`config.mk`:
```
export PLATFORM = sky130hd
export DESIGN_NAME = mem_top
export DESIGN_NICKNAME = d
export VERILOG_FILES = /design/src/hw/soc_mem_pkg.sv /design/src/hw/icache.sv /design/src/hw/dcache.sv /design/src/hw/mem_arbiter.sv /design/src/hw/mem_top.sv
export SDC_FILE = /design/constraint.sdc
export NUM_CORES = 2
export LEC_CHECK = 0
export BUFFER_PORTS_ARGS = -buffer_cell sky130_fd_sc_hd__buf_4
export CORE_MARGIN = 10
export CORE_UTILIZATION = 35
export DETAILED_ROUTE_END_ITERATION = 12
export PLACE_DENSITY_LB_ADDON = 0.2
export SETUP_SLACK_MARGIN = 0.02
export SLEW_MARGIN = 20
export SYNTH_ARGS = -nofsm -noshare
export SYNTH_HDL_FRONTEND = slang
export SYNTH_SLANG_ARGS = --single-unit
```
`constraint.sdc`:
```
create_clock -name clk -period 22.5 [get_ports clk]
set_clock_uncertainty 0.05 [all_clocks]
set_input_delay 4.5 -clock clk [delete_from_list [all_inputs] [get_ports clk]]
set_output_delay 4.5 -clock clk [all_outputs]
set_load 0.01 [all_outputs]
```
`src/hw/soc_mem_pkg.sv`:
```
// ---------------------------------------------------------------------
// soc_mem_pkg: bus widths, data types and controller states shared
// by the caches, the AXI arbiter and the testbench
// ---------------------------------------------------------------------
package soc_mem_pkg;

    parameter int ADDR_W  = 64;
    parameter int DATA_W  = 64;
    parameter int STRB_W  = DATA_W / 8;
    parameter int ID_W    = 4;
    parameter int LEN_W   = 8;
    parameter int SIZE_W  = 3;
    parameter int BURST_W = 2;
    parameter int RESP_W  = 2;

    typedef logic [ADDR_W-1:0] addr_t;
    typedef logic [DATA_W-1:0] data_t;
    typedef logic [STRB_W-1:0] strb_t;
    typedef logic [ID_W-1:0]   axi_id_t;

    // transaction ids per requester
    localparam axi_id_t ID_ICACHE = 4'd0;
    localparam axi_id_t ID_DCACHE = 4'd1;

    // every transfer is one 8-byte beat
    localparam logic [SIZE_W-1:0]  AXI_SIZE_8B    = 3'd3;
    localparam logic [BURST_W-1:0] AXI_BURST_INCR = 2'b01;

    typedef enum logic [1:0] {
        ST_IDLE,
        ST_LOOKUP,
        ST_FILL,
        ST_WRITE_WAIT
    } cache_state_e;

    typedef enum logic [2:0] {
        ARB_IDLE,
        ARB_READ_ADDR,
        ARB_READ_DATA,
        ARB_WRITE_REQ,
        ARB_WRITE_RESP
    } arb_state_e;

endpackage

```
`src/hw/icache.sv`:
```
// ---------------------------------------------------------------------
// icache: direct-mapped read-only instruction cache, one 64-bit word
// per line, misses become single-word fill requests
// ---------------------------------------------------------------------
module icache
    import soc_mem_pkg::*;
#(
    parameter int LINES = 16
) (
    input  logic  clk,
    input  logic  i_rst_n,
    input  logic  i_inst_ena,
    input  addr_t i_inst_addr,
    input  data_t i_fill_data,
    input  logic  i_fill_ok,
    output logic  o_inst_valid,
    output data_t o_inst_data,
    output logic  o_fill_req,
    output addr_t o_fill_addr
);

    localparam int IDX_W = $clog2(LINES);
    localparam int TAG_W = ADDR_W - 3 - IDX_W;

    cache_state_e     state;
    addr_t            req_addr;
    logic [LINES-1:0] valid_q;
    logic [TAG_W-1:0] tag_mem [LINES];
    data_t            data_mem [LINES];

    logic [IDX_W-1:0] req_idx;
    logic [TAG_W-1:0] req_tag;
    logic             hit;
    logic             accept;

    assign req_idx = req_addr[3 +: IDX_W];
    assign req_tag = req_addr[ADDR_W-1 -: TAG_W];
    assign hit     = valid_q[req_idx] && (tag_mem[req_idx] == req_tag);

    // the cpu still holds the old address during the valid pulse
    assign accept = (state == ST_IDLE) && i_inst_ena && !o_inst_valid;

    assign o_fill_req  = (state == ST_FILL);
    assign o_fill_addr = {req_addr[ADDR_W-1:3], 3'b000};

    always_ff @(posedge clk) begin
        if (!i_rst_n) begin
            state        <= ST_IDLE;
            valid_q      <= '0;
            o_inst_valid <= 1'b0;
        end else begin
            o_inst_valid <= 1'b0;
            case (state)
                ST_IDLE: begin
                    if (accept) begin
                        state <= ST_LOOKUP;
                    end
                end
                ST_LOOKUP: begin
                    if (hit) begin
                        o_inst_valid <= 1'b1;
                        state        <= ST_IDLE;
                    end else begin
                        state <= ST_FILL;
                    end
                end
                ST_FILL: begin
                    if (i_fill_ok) begin
                        valid_q[req_idx] <= 1'b1;
                        o_inst_valid     <= 1'b1;
                        state            <= ST_IDLE;
                    end
                end
                default: state <= ST_IDLE;
            endcase
        end
    end

    // arrays and returned word
    always_ff @(posedge clk) begin
        if (accept) begin
            req_addr <= i_inst_addr;
        end
        if (state == ST_LOOKUP && hit) begin
            o_inst_data <= data_mem[req_idx];
        end
        if (state == ST_FILL && i_fill_ok) begin
            tag_mem[req_idx]  <= req_tag;
            data_mem[req_idx] <= i_fill_data;
            o_inst_data       <= i_fill_data;
        end
    end

endmodule

```
`src/hw/dcache.sv`:
```
// ---------------------------------------------------------------------
// dcache: direct-mapped write-through data cache; write hits merge
// into the cached word under the byte mask, write misses skip it
// ---------------------------------------------------------------------
module dcache
    import soc_mem_pkg::*;
#(
    parameter int LINES = 16
) (
    input  logic  clk,
    input  logic  i_rst_n,
    input  logic  i_re,
    input  logic  i_we,
    input  addr_t i_addr,
    input  data_t i_wdata,
    input  strb_t i_wmask,
    input  data_t i_mem_rdata,
    input  logic  i_mem_ok,
    output data_t o_rdata,
    output logic  o_finish,
    output logic  o_mem_rd_req,
    output logic  o_mem_wr_req,
    output addr_t o_mem_addr,
    output data_t o_mem_wdata,
    output strb_t o_mem_wstrb
);

    localparam int IDX_W = $clog2(LINES);
    localparam int TAG_W = ADDR_W - 3 - IDX_W;

    cache_state_e     state;
    addr_t            req_addr;
    data_t            req_wdata;
    strb_t            req_wmask;
    logic             req_we;
    logic [LINES-1:0] valid_q;
    logic [TAG_W-1:0] tag_mem [LINES];
    data_t            data_mem [LINES];

    logic [IDX_W-1:0] req_idx;
    logic [TAG_W-1:0] req_tag;
    logic             hit;
    logic             accept;
    data_t            merged;

    assign req_idx = req_addr[3 +: IDX_W];
    assign req_tag = req_addr[ADDR_W-1 -: TAG_W];
    assign hit     = valid_q[req_idx] && (tag_mem[req_idx] == req_tag);
    assign accept  = (state == ST_IDLE) && (i_re || i_we) && !o_finish;

    assign o_mem_rd_req = (state == ST_FILL);
    assign o_mem_wr_req = (state == ST_WRITE_WAIT);
    assign o_mem_addr   = {req_addr[ADDR_W-1:3], 3'b000};
    assign o_mem_wdata  = req_wdata;
    assign o_mem_wstrb  = req_wmask;

    // cached word with the store bytes laid over it
    always_comb begin
        merged = data_mem[req_idx];
        for (int b = 0; b < STRB_W; b++) begin
            if (req_wmask[b]) begin
                merged[b*8 +: 8] = req_wdata[b*8 +: 8];
            end
        end
    end

    always_ff @(posedge clk) begin
        if (!i_rst_n) begin
            state    <= ST_IDLE;
            valid_q  <= '0;
            o_finish <= 1'b0;
        end else begin
            o_finish <= 1'b0;
            case (state)
                ST_IDLE: begin
                    if (accept) begin
                        state <= ST_LOOKUP;
                    end
                end
                ST_LOOKUP: begin
                    if (req_we) begin
                        state <= ST_WRITE_WAIT;
                    end else if (hit) begin
                        o_finish <= 1'b1;
                        state    <= ST_IDLE;
                    end else begin
                        state <= ST_FILL;
                    end
                end
                ST_FILL: begin
                    if (i_mem_ok) begin
                        valid_q[req_idx] <= 1'b1;
                        o_finish         <= 1'b1;
                        state            <= ST_IDLE;
                    end
                end
                ST_WRITE_WAIT: begin
                    if (i_mem_ok) begin
                        o_finish <= 1'b1;
                        state    <= ST_IDLE;
                    end
                end
                default: state <= ST_IDLE;
            endcase
        end
    end

    always_ff @(posedge clk) begin
        if (accept) begin
            req_addr  <= i_addr;
            req_wdata <= i_wdata;
            req_wmask <= i_wmask;
            req_we    <= i_we;
        end
        if (state == ST_LOOKUP && hit) begin
            if (req_we) begin
                data_mem[req_idx] <= merged;
            end else begin
                o_rdata <= data_mem[req_idx];
            end
        end
        if (state == ST_FILL && i_mem_ok) begin
            tag_mem[req_idx]  <= req_tag;
            data_mem[req_idx] <= i_mem_rdata;
            o_rdata           <= i_mem_rdata;
        end
    end

endmodule

```
`src/hw/mem_arbiter.sv`:
```
// ---------------------------------------------------------------------
// mem_arbiter: shares one AXI4 master between the two caches, one
// single-beat transaction at a time, data cache first
// ---------------------------------------------------------------------
module mem_arbiter
    import soc_mem_pkg::*;
(
    input  logic               clk,
    input  logic               i_rst_n,
    input  logic               i_ic_req,
    input  addr_t              i_ic_addr,
    output data_t              o_ic_rdata,
    output logic               o_ic_ok,
    input  logic               i_dc_rd_req,
    input  logic               i_dc_wr_req,
    input  addr_t              i_dc_addr,
    input  data_t              i_dc_wdata,
    input  strb_t              i_dc_wstrb,
    output data_t              o_dc_rdata,
    output logic               o_dc_ok,
    output axi_id_t            o_axi_aw_id,
    output addr_t              o_axi_aw_addr,
    output logic [LEN_W-1:0]   o_axi_aw_len,
    output logic [SIZE_W-1:0]  o_axi_aw_size,
    output logic [BURST_W-1:0] o_axi_aw_burst,
    output logic               o_axi_aw_valid,
    input  logic               i_axi_aw_ready,
    output data_t              o_axi_w_data,
    output strb_t              o_axi_w_strb,
    output logic               o_axi_w_last,
    output logic               o_axi_w_valid,
    input  logic               i_axi_w_ready,
    input  axi_id_t            i_axi_b_id,
    input  logic [RESP_W-1:0]  i_axi_b_resp,
    input  logic               i_axi_b_valid,
    output logic               o_axi_b_ready,
    output axi_id_t            o_axi_ar_id,
    output addr_t              o_axi_ar_addr,
    output logic [LEN_W-1:0]   o_axi_ar_len,
    output logic [SIZE_W-1:0]  o_axi_ar_size,
    output logic [BURST_W-1:0] o_axi_ar_burst,
    output logic               o_axi_ar_valid,
    input  logic               i_axi_ar_ready,
    input  axi_id_t            i_axi_r_id,
    input  data_t              i_axi_r_data,
    input  logic [RESP_W-1:0]  i_axi_r_resp,
    input  logic               i_axi_r_last,
    input  logic               i_axi_r_valid,
    output logic               o_axi_r_ready
);

    arb_state_e state;
    addr_t      req_addr;
    data_t      req_wdata;
    strb_t      req_wstrb;
    axi_id_t    req_id;
    data_t      rsp_data;
    logic       aw_pend;
    logic       w_pend;
    logic       grant;
    logic       dc_sel;
    logic       aw_done;
    logic       w_done;

    // no new grant while the ok pulse is out, the requester still holds
    assign grant   = (state == ARB_IDLE) && !(o_ic_ok || o_dc_ok);
    assign dc_sel  = i_dc_rd_req || i_dc_wr_req;
    assign aw_done = !aw_pend || i_axi_aw_ready;
    assign w_done  = !w_pend || i_axi_w_ready;

    assign o_axi_ar_id    = req_id;
    assign o_axi_ar_addr  = req_addr;
    assign o_axi_ar_len   = '0;
    assign o_axi_ar_size  = AXI_SIZE_8B;
    assign o_axi_ar_burst = AXI_BURST_INCR;
    assign o_axi_ar_valid = (state == ARB_READ_ADDR);
    assign o_axi_r_ready  = (state == ARB_READ_DATA);

    assign o_axi_aw_id    = req_id;
    assign o_axi_aw_addr  = req_addr;
    assign o_axi_aw_len   = '0;
    assign o_axi_aw_size  = AXI_SIZE_8B;
    assign o_axi_aw_burst = AXI_BURST_INCR;
    assign o_axi_aw_valid = (state == ARB_WRITE_REQ) && aw_pend;
    assign o_axi_w_data   = req_wdata;
    assign o_axi_w_strb   = req_wstrb;
    assign o_axi_w_last   = 1'b1;
    assign o_axi_w_valid  = (state == ARB_WRITE_REQ) && w_pend;
    assign o_axi_b_ready  = (state == ARB_WRITE_RESP);

    assign o_ic_rdata = rsp_data;
    assign o_dc_rdata = rsp_data;

    always_ff @(posedge clk) begin
        if (!i_rst_n) begin
            state   <= ARB_IDLE;
            aw_pend <= 1'b0;
            w_pend  <= 1'b0;
            o_ic_ok <= 1'b0;
            o_dc_ok <= 1'b0;
        end else begin
            o_ic_ok <= 1'b0;
            o_dc_ok <= 1'b0;
            case (state)
                ARB_IDLE: begin
                    if (grant && i_dc_wr_req) begin
                        aw_pend <= 1'b1;
                        w_pend  <= 1'b1;
                        state   <= ARB_WRITE_REQ;
                    end else if (grant && (i_dc_rd_req || i_ic_req)) begin
                        state <= ARB_READ_ADDR;
                    end
                end
                ARB_READ_ADDR: begin
                    if (i_axi_ar_ready) begin
                        state <= ARB_READ_DATA;
                    end
                end
                ARB_READ_DATA: begin
                    if (i_axi_r_valid && i_axi_r_last) begin
                        o_ic_ok <= (req_id == ID_ICACHE);
                        o_dc_ok <= (req_id == ID_DCACHE);
                        state   <= ARB_IDLE;
                    end
                end
                ARB_WRITE_REQ: begin
                    if (i_axi_aw_ready) begin
                        aw_pend <= 1'b0;
                    end
                    if (i_axi_w_ready) begin
                        w_pend <= 1'b0;
                    end
                    if (aw_done && w_done) begin
                        state <= ARB_WRITE_RESP;
                    end
                end
                ARB_WRITE_RESP: begin
                    if (i_axi_b_valid) begin
                        o_dc_ok <= 1'b1;
                        state   <= ARB_IDLE;
                    end
                end
                default: state <= ARB_IDLE;
            endcase
        end
    end

    // winner's payload, held for the whole transfer
    always_ff @(posedge clk) begin
        if (grant) begin
            if (dc_sel) begin
                req_addr  <= i_dc_addr;
                req_wdata <= i_dc_wdata;
                req_wstrb <= i_dc_wstrb;
                req_id    <= ID_DCACHE;
            end else begin
                req_addr <= i_ic_addr;
                req_id   <= ID_ICACHE;
            end
        end
        if (o_axi_r_ready && i_axi_r_valid) begin
            rsp_data <= i_axi_r_data;
        end
    end

endmodule

```
`src/hw/mem_top.sv`:
```
// ---------------------------------------------------------------------
// mem_top: memory side of the soc, instruction and data caches
// sharing one AXI4 master through the arbiter
// ---------------------------------------------------------------------
module mem_top
    import soc_mem_pkg::*;
#(
    parameter int ICACHE_LINES = 16,
    parameter int DCACHE_LINES = 16
) (
    input  logic               clk,
    input  logic               i_rst_n,
    input  logic               i_inst_ena,
    input  addr_t              i_inst_addr,
    output logic               o_inst_valid,
    output data_t              o_inst_data,
    input  logic               i_data_re,
    input  logic               i_data_we,
    input  addr_t              i_data_addr,
    input  data_t              i_data_wdata,
    input  strb_t              i_data_wmask,
    output logic               o_data_finish,
    output data_t              o_data_rdata,
    output axi_id_t            o_axi_aw_id,
    output addr_t              o_axi_aw_addr,
    output logic [LEN_W-1:0]   o_axi_aw_len,
    output logic [SIZE_W-1:0]  o_axi_aw_size,
    output logic [BURST_W-1:0] o_axi_aw_burst,
    output logic               o_axi_aw_valid,
    input  logic               i_axi_aw_ready,
    output data_t              o_axi_w_data,
    output strb_t              o_axi_w_strb,
    output logic               o_axi_w_last,
    output logic               o_axi_w_valid,
    input  logic               i_axi_w_ready,
    input  axi_id_t            i_axi_b_id,
    input  logic [RESP_W-1:0]  i_axi_b_resp,
    input  logic               i_axi_b_valid,
    output logic               o_axi_b_ready,
    output axi_id_t            o_axi_ar_id,
    output addr_t              o_axi_ar_addr,
    output logic [LEN_W-1:0]   o_axi_ar_len,
    output logic [SIZE_W-1:0]  o_axi_ar_size,
    output logic [BURST_W-1:0] o_axi_ar_burst,
    output logic               o_axi_ar_valid,
    input  logic               i_axi_ar_ready,
    input  axi_id_t            i_axi_r_id,
    input  data_t              i_axi_r_data,
    input  logic [RESP_W-1:0]  i_axi_r_resp,
    input  logic               i_axi_r_last,
    input  logic               i_axi_r_valid,
    output logic               o_axi_r_ready
);

    logic  ic_fill_req;
    addr_t ic_fill_addr;
    data_t ic_fill_data;
    logic  ic_fill_ok;

    logic  dc_rd_req;
    logic  dc_wr_req;
    addr_t dc_addr;
    data_t dc_wdata;
    strb_t dc_wstrb;
    data_t dc_rdata;
    logic  dc_ok;

    icache #(
        .LINES(ICACHE_LINES)
    ) u_icache (
        .clk         (clk),
        .i_rst_n     (i_rst_n),
        .i_inst_ena  (i_inst_ena),
        .i_inst_addr (i_inst_addr),
        .i_fill_data (ic_fill_data),
        .i_fill_ok   (ic_fill_ok),
        .o_inst_valid(o_inst_valid),
        .o_inst_data (o_inst_data),
        .o_fill_req  (ic_fill_req),
        .o_fill_addr (ic_fill_addr)
    );

    dcache #(
        .LINES(DCACHE_LINES)
    ) u_dcache (
        .clk         (clk),
        .i_rst_n     (i_rst_n),
        .i_re        (i_data_re),
        .i_we        (i_data_we),
        .i_addr      (i_data_addr),
        .i_wdata     (i_data_wdata),
        .i_wmask     (i_data_wmask),
        .i_mem_rdata (dc_rdata),
        .i_mem_ok    (dc_ok),
        .o_rdata     (o_data_rdata),
        .o_finish    (o_data_finish),
        .o_mem_rd_req(dc_rd_req),
        .o_mem_wr_req(dc_wr_req),
        .o_mem_addr  (dc_addr),
        .o_mem_wdata (dc_wdata),
        .o_mem_wstrb (dc_wstrb)
    );

    // axi ports carry the same names on both levels
    mem_arbiter u_arbiter (
        .i_ic_req   (ic_fill_req),
        .i_ic_addr  (ic_fill_addr),
        .o_ic_rdata (ic_fill_data),
        .o_ic_ok    (ic_fill_ok),
        .i_dc_rd_req(dc_rd_req),
        .i_dc_wr_req(dc_wr_req),
        .i_dc_addr  (dc_addr),
        .i_dc_wdata (dc_wdata),
        .i_dc_wstrb (dc_wstrb),
        .o_dc_rdata (dc_rdata),
        .o_dc_ok    (dc_ok),
        .*
    );

endmodule

```
# Word level (Yosys, flattened, before mapping)
# Memories as Yosys holds them, arrays and structs flattened. A register that Yosys moved wholly into a read port is not among the register bits.
# Cells that the tools add are included.
[totals]
register_bits = 514
ram_bits = 3872
inputBits = 287
word_cells = 170
n_memories = 4
[memory_table]
columns = ["memory", "words", "width", "rd", "rd_ports_with_merged_regs", "wr", "line", "rtl"]
rows = [
  ["u_dcache.data_mem", 16, 64, 1, 1, 1, "dcache.sv:38", "data_t data_mem [LINES];"],
  ["u_icache.data_mem", 16, 64, 1, 1, 1, "icache.sv:29", "data_t data_mem [LINES];"],
  ["u_dcache.tag_mem", 16, 57, 1, 1, 1, "dcache.sv:37", "logic [TAG_W-1:0] tag_mem [LINES];"],
  ["u_icache.tag_mem", 16, 57, 1, 1, 1, "icache.sv:28", "logic [TAG_W-1:0] tag_mem [LINES];"],
]
[classes]
magnitude_cmp = 4
n_eq_ne = 25
mux = 63
bitwise_logic = 3
reduce_logical = 49
[op_table]
columns = ["operator", "count"]
rows = [
  ["two-way mux 64 bit", 5],
  ["== test 57 bit", 2],
  ["two-way mux 8 bit", 8],
  ["bitwise OR 16 bit", 2],
  ["two-way mux 1 bit", 22],
  ["logical AND 1 bit", 20],
  ["two-way mux 3 bit", 6],
  ["!= test 2 bit (second input constant)", 8],
  ["case mux 3 bit (5 select lines)", 1],
  ["two-way mux 2 bit", 7],
  ["two-way mux 4 bit", 3],
  ["case mux 2 bit (3 select lines)", 2],
  ["AND reduction 2 bit", 6],
  ["less-than comparator 4 x 5 -> 1 bit (second input constant)", 2],
  ["case mux 1 bit (2 select lines)", 5],
  ["AND reduction 3 bit", 3],
  ["binary-select mux 1 bit (select 4 bit)", 2],
  ["demux 1 bit (select 4 bit)", 2],
  [">= comparator 4 x 1 -> 1 bit (second input constant)", 2],
  ["!= test 2 x 1 -> 1 bit (second input constant)", 4],
  ["== test 2 bit (second input constant)", 3],
  ["== test 3 x 2 -> 1 bit (second input constant)", 2],
  ["logical OR 1 bit", 6],
  ["nonzero test 2 bit", 3],
  ["other kinds (12)", 18],
]

# Longest topological paths before layout
[logic_depth]
word_depth = 7
mapped_depth = 16
depth_no_buf = 9

# Cells and area by module
# A second synthesis with hierarchy kept.
[unflattened]
cells_unflattened = 7653
area_unflattened_um2 = 171594.6
[by_module_without_submodules]
columns = ["module", "instances", "cells_per_inst", "area_per_inst_um2", "seq_area_each_um2"]
rows = [
  ["dcache", 1, 3831, 83483.8, 64541.9],
  ["icache", 1, 3333, 79680.2, 62349.8],
  ["mem_arbiter", 1, 489, 8430.6, 6175.9],
]

# Worst setup path before layout
# No wires, ideal clock.
[synth_path]
path_kind = "input-to-reg"
start = "in i_data_we"
end = "reg (tool-made name)"
setup_ns = 0.125
t_arrival_ns = 19.181
required_time_ns = 22.325
slack_ns = 3.144
path_stages = 3
path_buffers = 0
cell_sequence = "nor2_1 -> nor4_1 -> mux2_2"
[synth_lines]
columns = ["element", "line", "rtl"]
rows = [
  ["from (decl)", "mem_top.sv:18", "input logic i_data_we,"],
]

==> results.cfg <==
[outcome]
outcome = complete, no violations

[synthesis]
syn_area_sq_um = 170400
syn_avg_cell_area_sq_um = 22.58
ys_ff_latch = 4446
synth_seq_area_share_pct = 78.04
synth_edf_count = 4393
synthArstFlopShare_pct = 0
synth_warnings = 0
synthFlopType = edfxtp_1
synthCells = 7545
synthDistinctLibCells = 87

[pwr]
ir_worst_vdd_mv = 0.07420
p_sw_w = 0.005002
power_density_nw_per_um2 = 101.1
pwr-share-seq_pct = 48.9
clkPwrFrac_pct = 38.7
p_comb_share_pct = 12.4
p_int_w = 0.01512
p_sw_share_pct = 24.85
p_leak_nw = 63.88

[sta]
period_needed_ns = 8.594
setup_viol = 0
maxSlewViolCount = 0
grt_setup_unrepaired = no
worstMarginPinSlew_ns = 1.193
timing.setup.tns_ns = 0
hold_viol = 0
max_freq_mhz = 116.4
relSlewSlack_pct = 19.42
setup_ws_ns = 13.91
period_share_pct = 38.19

[drt]
firstDrtPassIters = 6
drt-vias-per-instance = 5.357
wl_mm = 499.6
drc = 0
dr.first_iter.drc_count = 8465
wl_per_cell_um = 32.54
vias = 82249
ant_nets = 0

[worst_setup_path]
crit_fanout = 54
cp_slowest_stage_delay_ns = 0.80
crit_path_start_kind = flip-flop
cp_top_family = buffers and inverters
required_ns = 23.06
critPathBufInv = 6
cp-end-kind = flip-flop
crit_type = flip-flop to flip-flop
crit_top_cell = buf_4
worstPathArrival_ns = 9.15
path_cells = buf_4 > buf_4 > buf_4 > mux4_2 > mux2i_1 > xor2_1 > nand4_1 > o31ai_1 > nand4_1 > nor4_2 > a41oi_4 > buf_16 > nor4_2 > buf_4 > buf_4
cp_slowest_cell = dfxtp_4

[finish]
most-common-layout-cells = 4393 x edfxtp_1, 1061 x mux4_2, 885 x buf_4, 482 x clkbuf_16, 296 x nand2_1
final_common_cell = edfxtp_1
stdcell_area_sq_um = 199000
drive_gt1_share_pct = 32.31
synthToLayoutAreaGrowth_pct = 16.79
nNetsFinal = 8783

[clocking]
clkTransAtPathRegs_ns = 0.06
cts_inserted_buffers = 470
clkSinkCount = 4446
cts_tree = done
postCtsHoldBufs = 0
cts_root_buf = clkbuf_16
cts_resized = 0
h-tree-depth = 5
clk_latency_ns = 1.01
cts_max_path_buffers = 4
postCtsSetupRepairBufs = 0

[floorplanning]
dieArea_sq_um = 515200
chipHeight_um = 717.8
row_count = 256
io_pins = 657
initial_utilization_pct = 35.09
chipWidth_um = 717.8
core_sq_um = 485600

[grt]
grt_usage_pct = 18.74
grt_pass1_wl_mm = 689.0
grt_pass1_vias = 85744
grt_overflow = 0
grt_max_degree = 147
antenna_found_initial = 50

[place]
place_area_sq_um = 183500
place_congestion = 0.7914
dp_worst_setup_slack_ns = 13.55
port_buffers = 599
dp_hpwl_mm = 289.1

[run]
maxCapViolations = 0

[hold_path]
hold_path_class = flip-flop to flip-flop
[metrics by stage]
stage | std cells | hold slack (ns) | power, W | utilization [%]
after floorplan | 7582 | 0.3744 | 0.01150 | -
after global placement | 14461 | 0.3915 | 0.01251 | 37.76
after detailed placement | 14464 | 0.3950 | 0.01255 | 37.78
after CTS | 15330 | 0.4084 | 0.02036 | 40.94
after global routing | 15342 | 0.4172 | 0.02083 | 40.98
final | 15353 | 0.4025 | 0.02013 | 40.98
[final timing paths]
check / from / end / slack [ns] / cells after the start
setup / recovery: flip-flop / u_dcache.data_mem[3][39] / 13.91 / 15
hold / removal: u_dcache.o_mem_wdata[31] / u_arbiter.o_axi_w_data[31] / 0.40 / 0
setup reg to reg: flip-flop / u_dcache.data_mem[3][39] / 13.91 / 15
hold reg to reg: u_dcache.o_mem_wdata[31] / u_arbiter.o_axi_w_data[31] / 0.40 / 0
[layer usage]
layer  GRT usage (%)  wire [um]  up-vias
met5               0         46        -
met3           3.675      34030      654
met2           30.86     242100     2751
met1           25.56     209300    45327
met4           4.892      14050        6
li1                -          -    33511
[logic make-up (layout without fill, tap and decap cells)]
logic type / after synthesis / after routing / synth area share (%)
DFF: 4446 / 4446 / 78.04
muxes: 1490 / 1490 / 16.66
and+or+nand+nor: 661 / 661 / 1.809
buffers and inverters: 495 / 1800 / 1.535
AOI/OAI and AO/OA: 331 / 331 / 1.332
xor gates and xnor gates: 117 / 117 / 0.6014
adders and majority gates: 3 / 3 / 0.02203
other: 2 / 55 / 0.004407
[power groups by stage]
stage          clock [W]  combinational (W)  sequential, W
2_1_floorplan          0            0.00157        0.00992
3_3_place_gp           0            0.00249         0.0100
3_5_place_dp           0            0.00252         0.0100
4_1_cts          0.00797            0.00253        0.00986
5_1_grt          0.00829            0.00267        0.00987
6_report         0.00779            0.00249        0.00985
[cells in the mapped netlist, drive strengths merged (6+ instances only)]
library cell  number  share of area [%]
edfxtp          4393                 77
nor4              17              0.066
mux4            1062                 14
dfxtp             53               0.62
a2111oi            9              0.047
nand2            297               0.65
a31oi              7              0.026
inv               28              0.062
mux2i            286                1.7
o22ai             17              0.062
nor2b             32               0.12
and3               6              0.022
a221oi            20               0.10
nand4             17              0.062
or4                6              0.026
o211ai             6              0.026
nor3              45               0.16
a211oi            11              0.048
buf              303                1.1
nand2b            22              0.081
nor2             141               0.31
a22oi             58               0.26
a21oi             31              0.091
mux2             142               0.94
o21ai            102               0.30
xor2              56               0.29
or2                7              0.026
o31ai              9              0.043
clkbuf           163               0.36
nand3             26              0.076
a22o               8              0.041
and2              14              0.051
or3                6              0.022
xnor2             61               0.31
[sequential cells by signal, summed over array words and instances, names as in the netlist, 2 cells and up, named ones only]
register	cells
u_arbiter.o_axi_ar_addr	61
u_arbiter.o_axi_w_data	64
u_arbiter.o_axi_w_strb	8
u_arbiter.o_dc_rdata	64
u_arbiter.state	3
u_dcache.data_mem	1024
u_dcache.o_mem_wdata	64
u_dcache.o_mem_wstrb	8
u_dcache.o_rdata	64
u_dcache.req_addr	61
u_dcache.state	2
u_dcache.tag_mem	912
u_dcache.valid_q	16
u_icache.data_mem	1024
u_icache.o_inst_data	64
u_icache.req_addr	61
u_icache.state	2
u_icache.tag_mem	912
u_icache.valid_q	16
[layout make-up]
class / instances / area (sq um)
antenna: 16 / 40.04
timing repair buffer: 905 / 7054
clock buffer: 565 / 12380
fill: 42707 / 286600
tap: 6450 / 8070
inverter: 29 / 116.4
sequential: 4446 / 133000
clock inverter: 301 / 2979
multi-input combinational: 2641 / 35350
No activity file was read; power rests on OpenSTA's default activity.
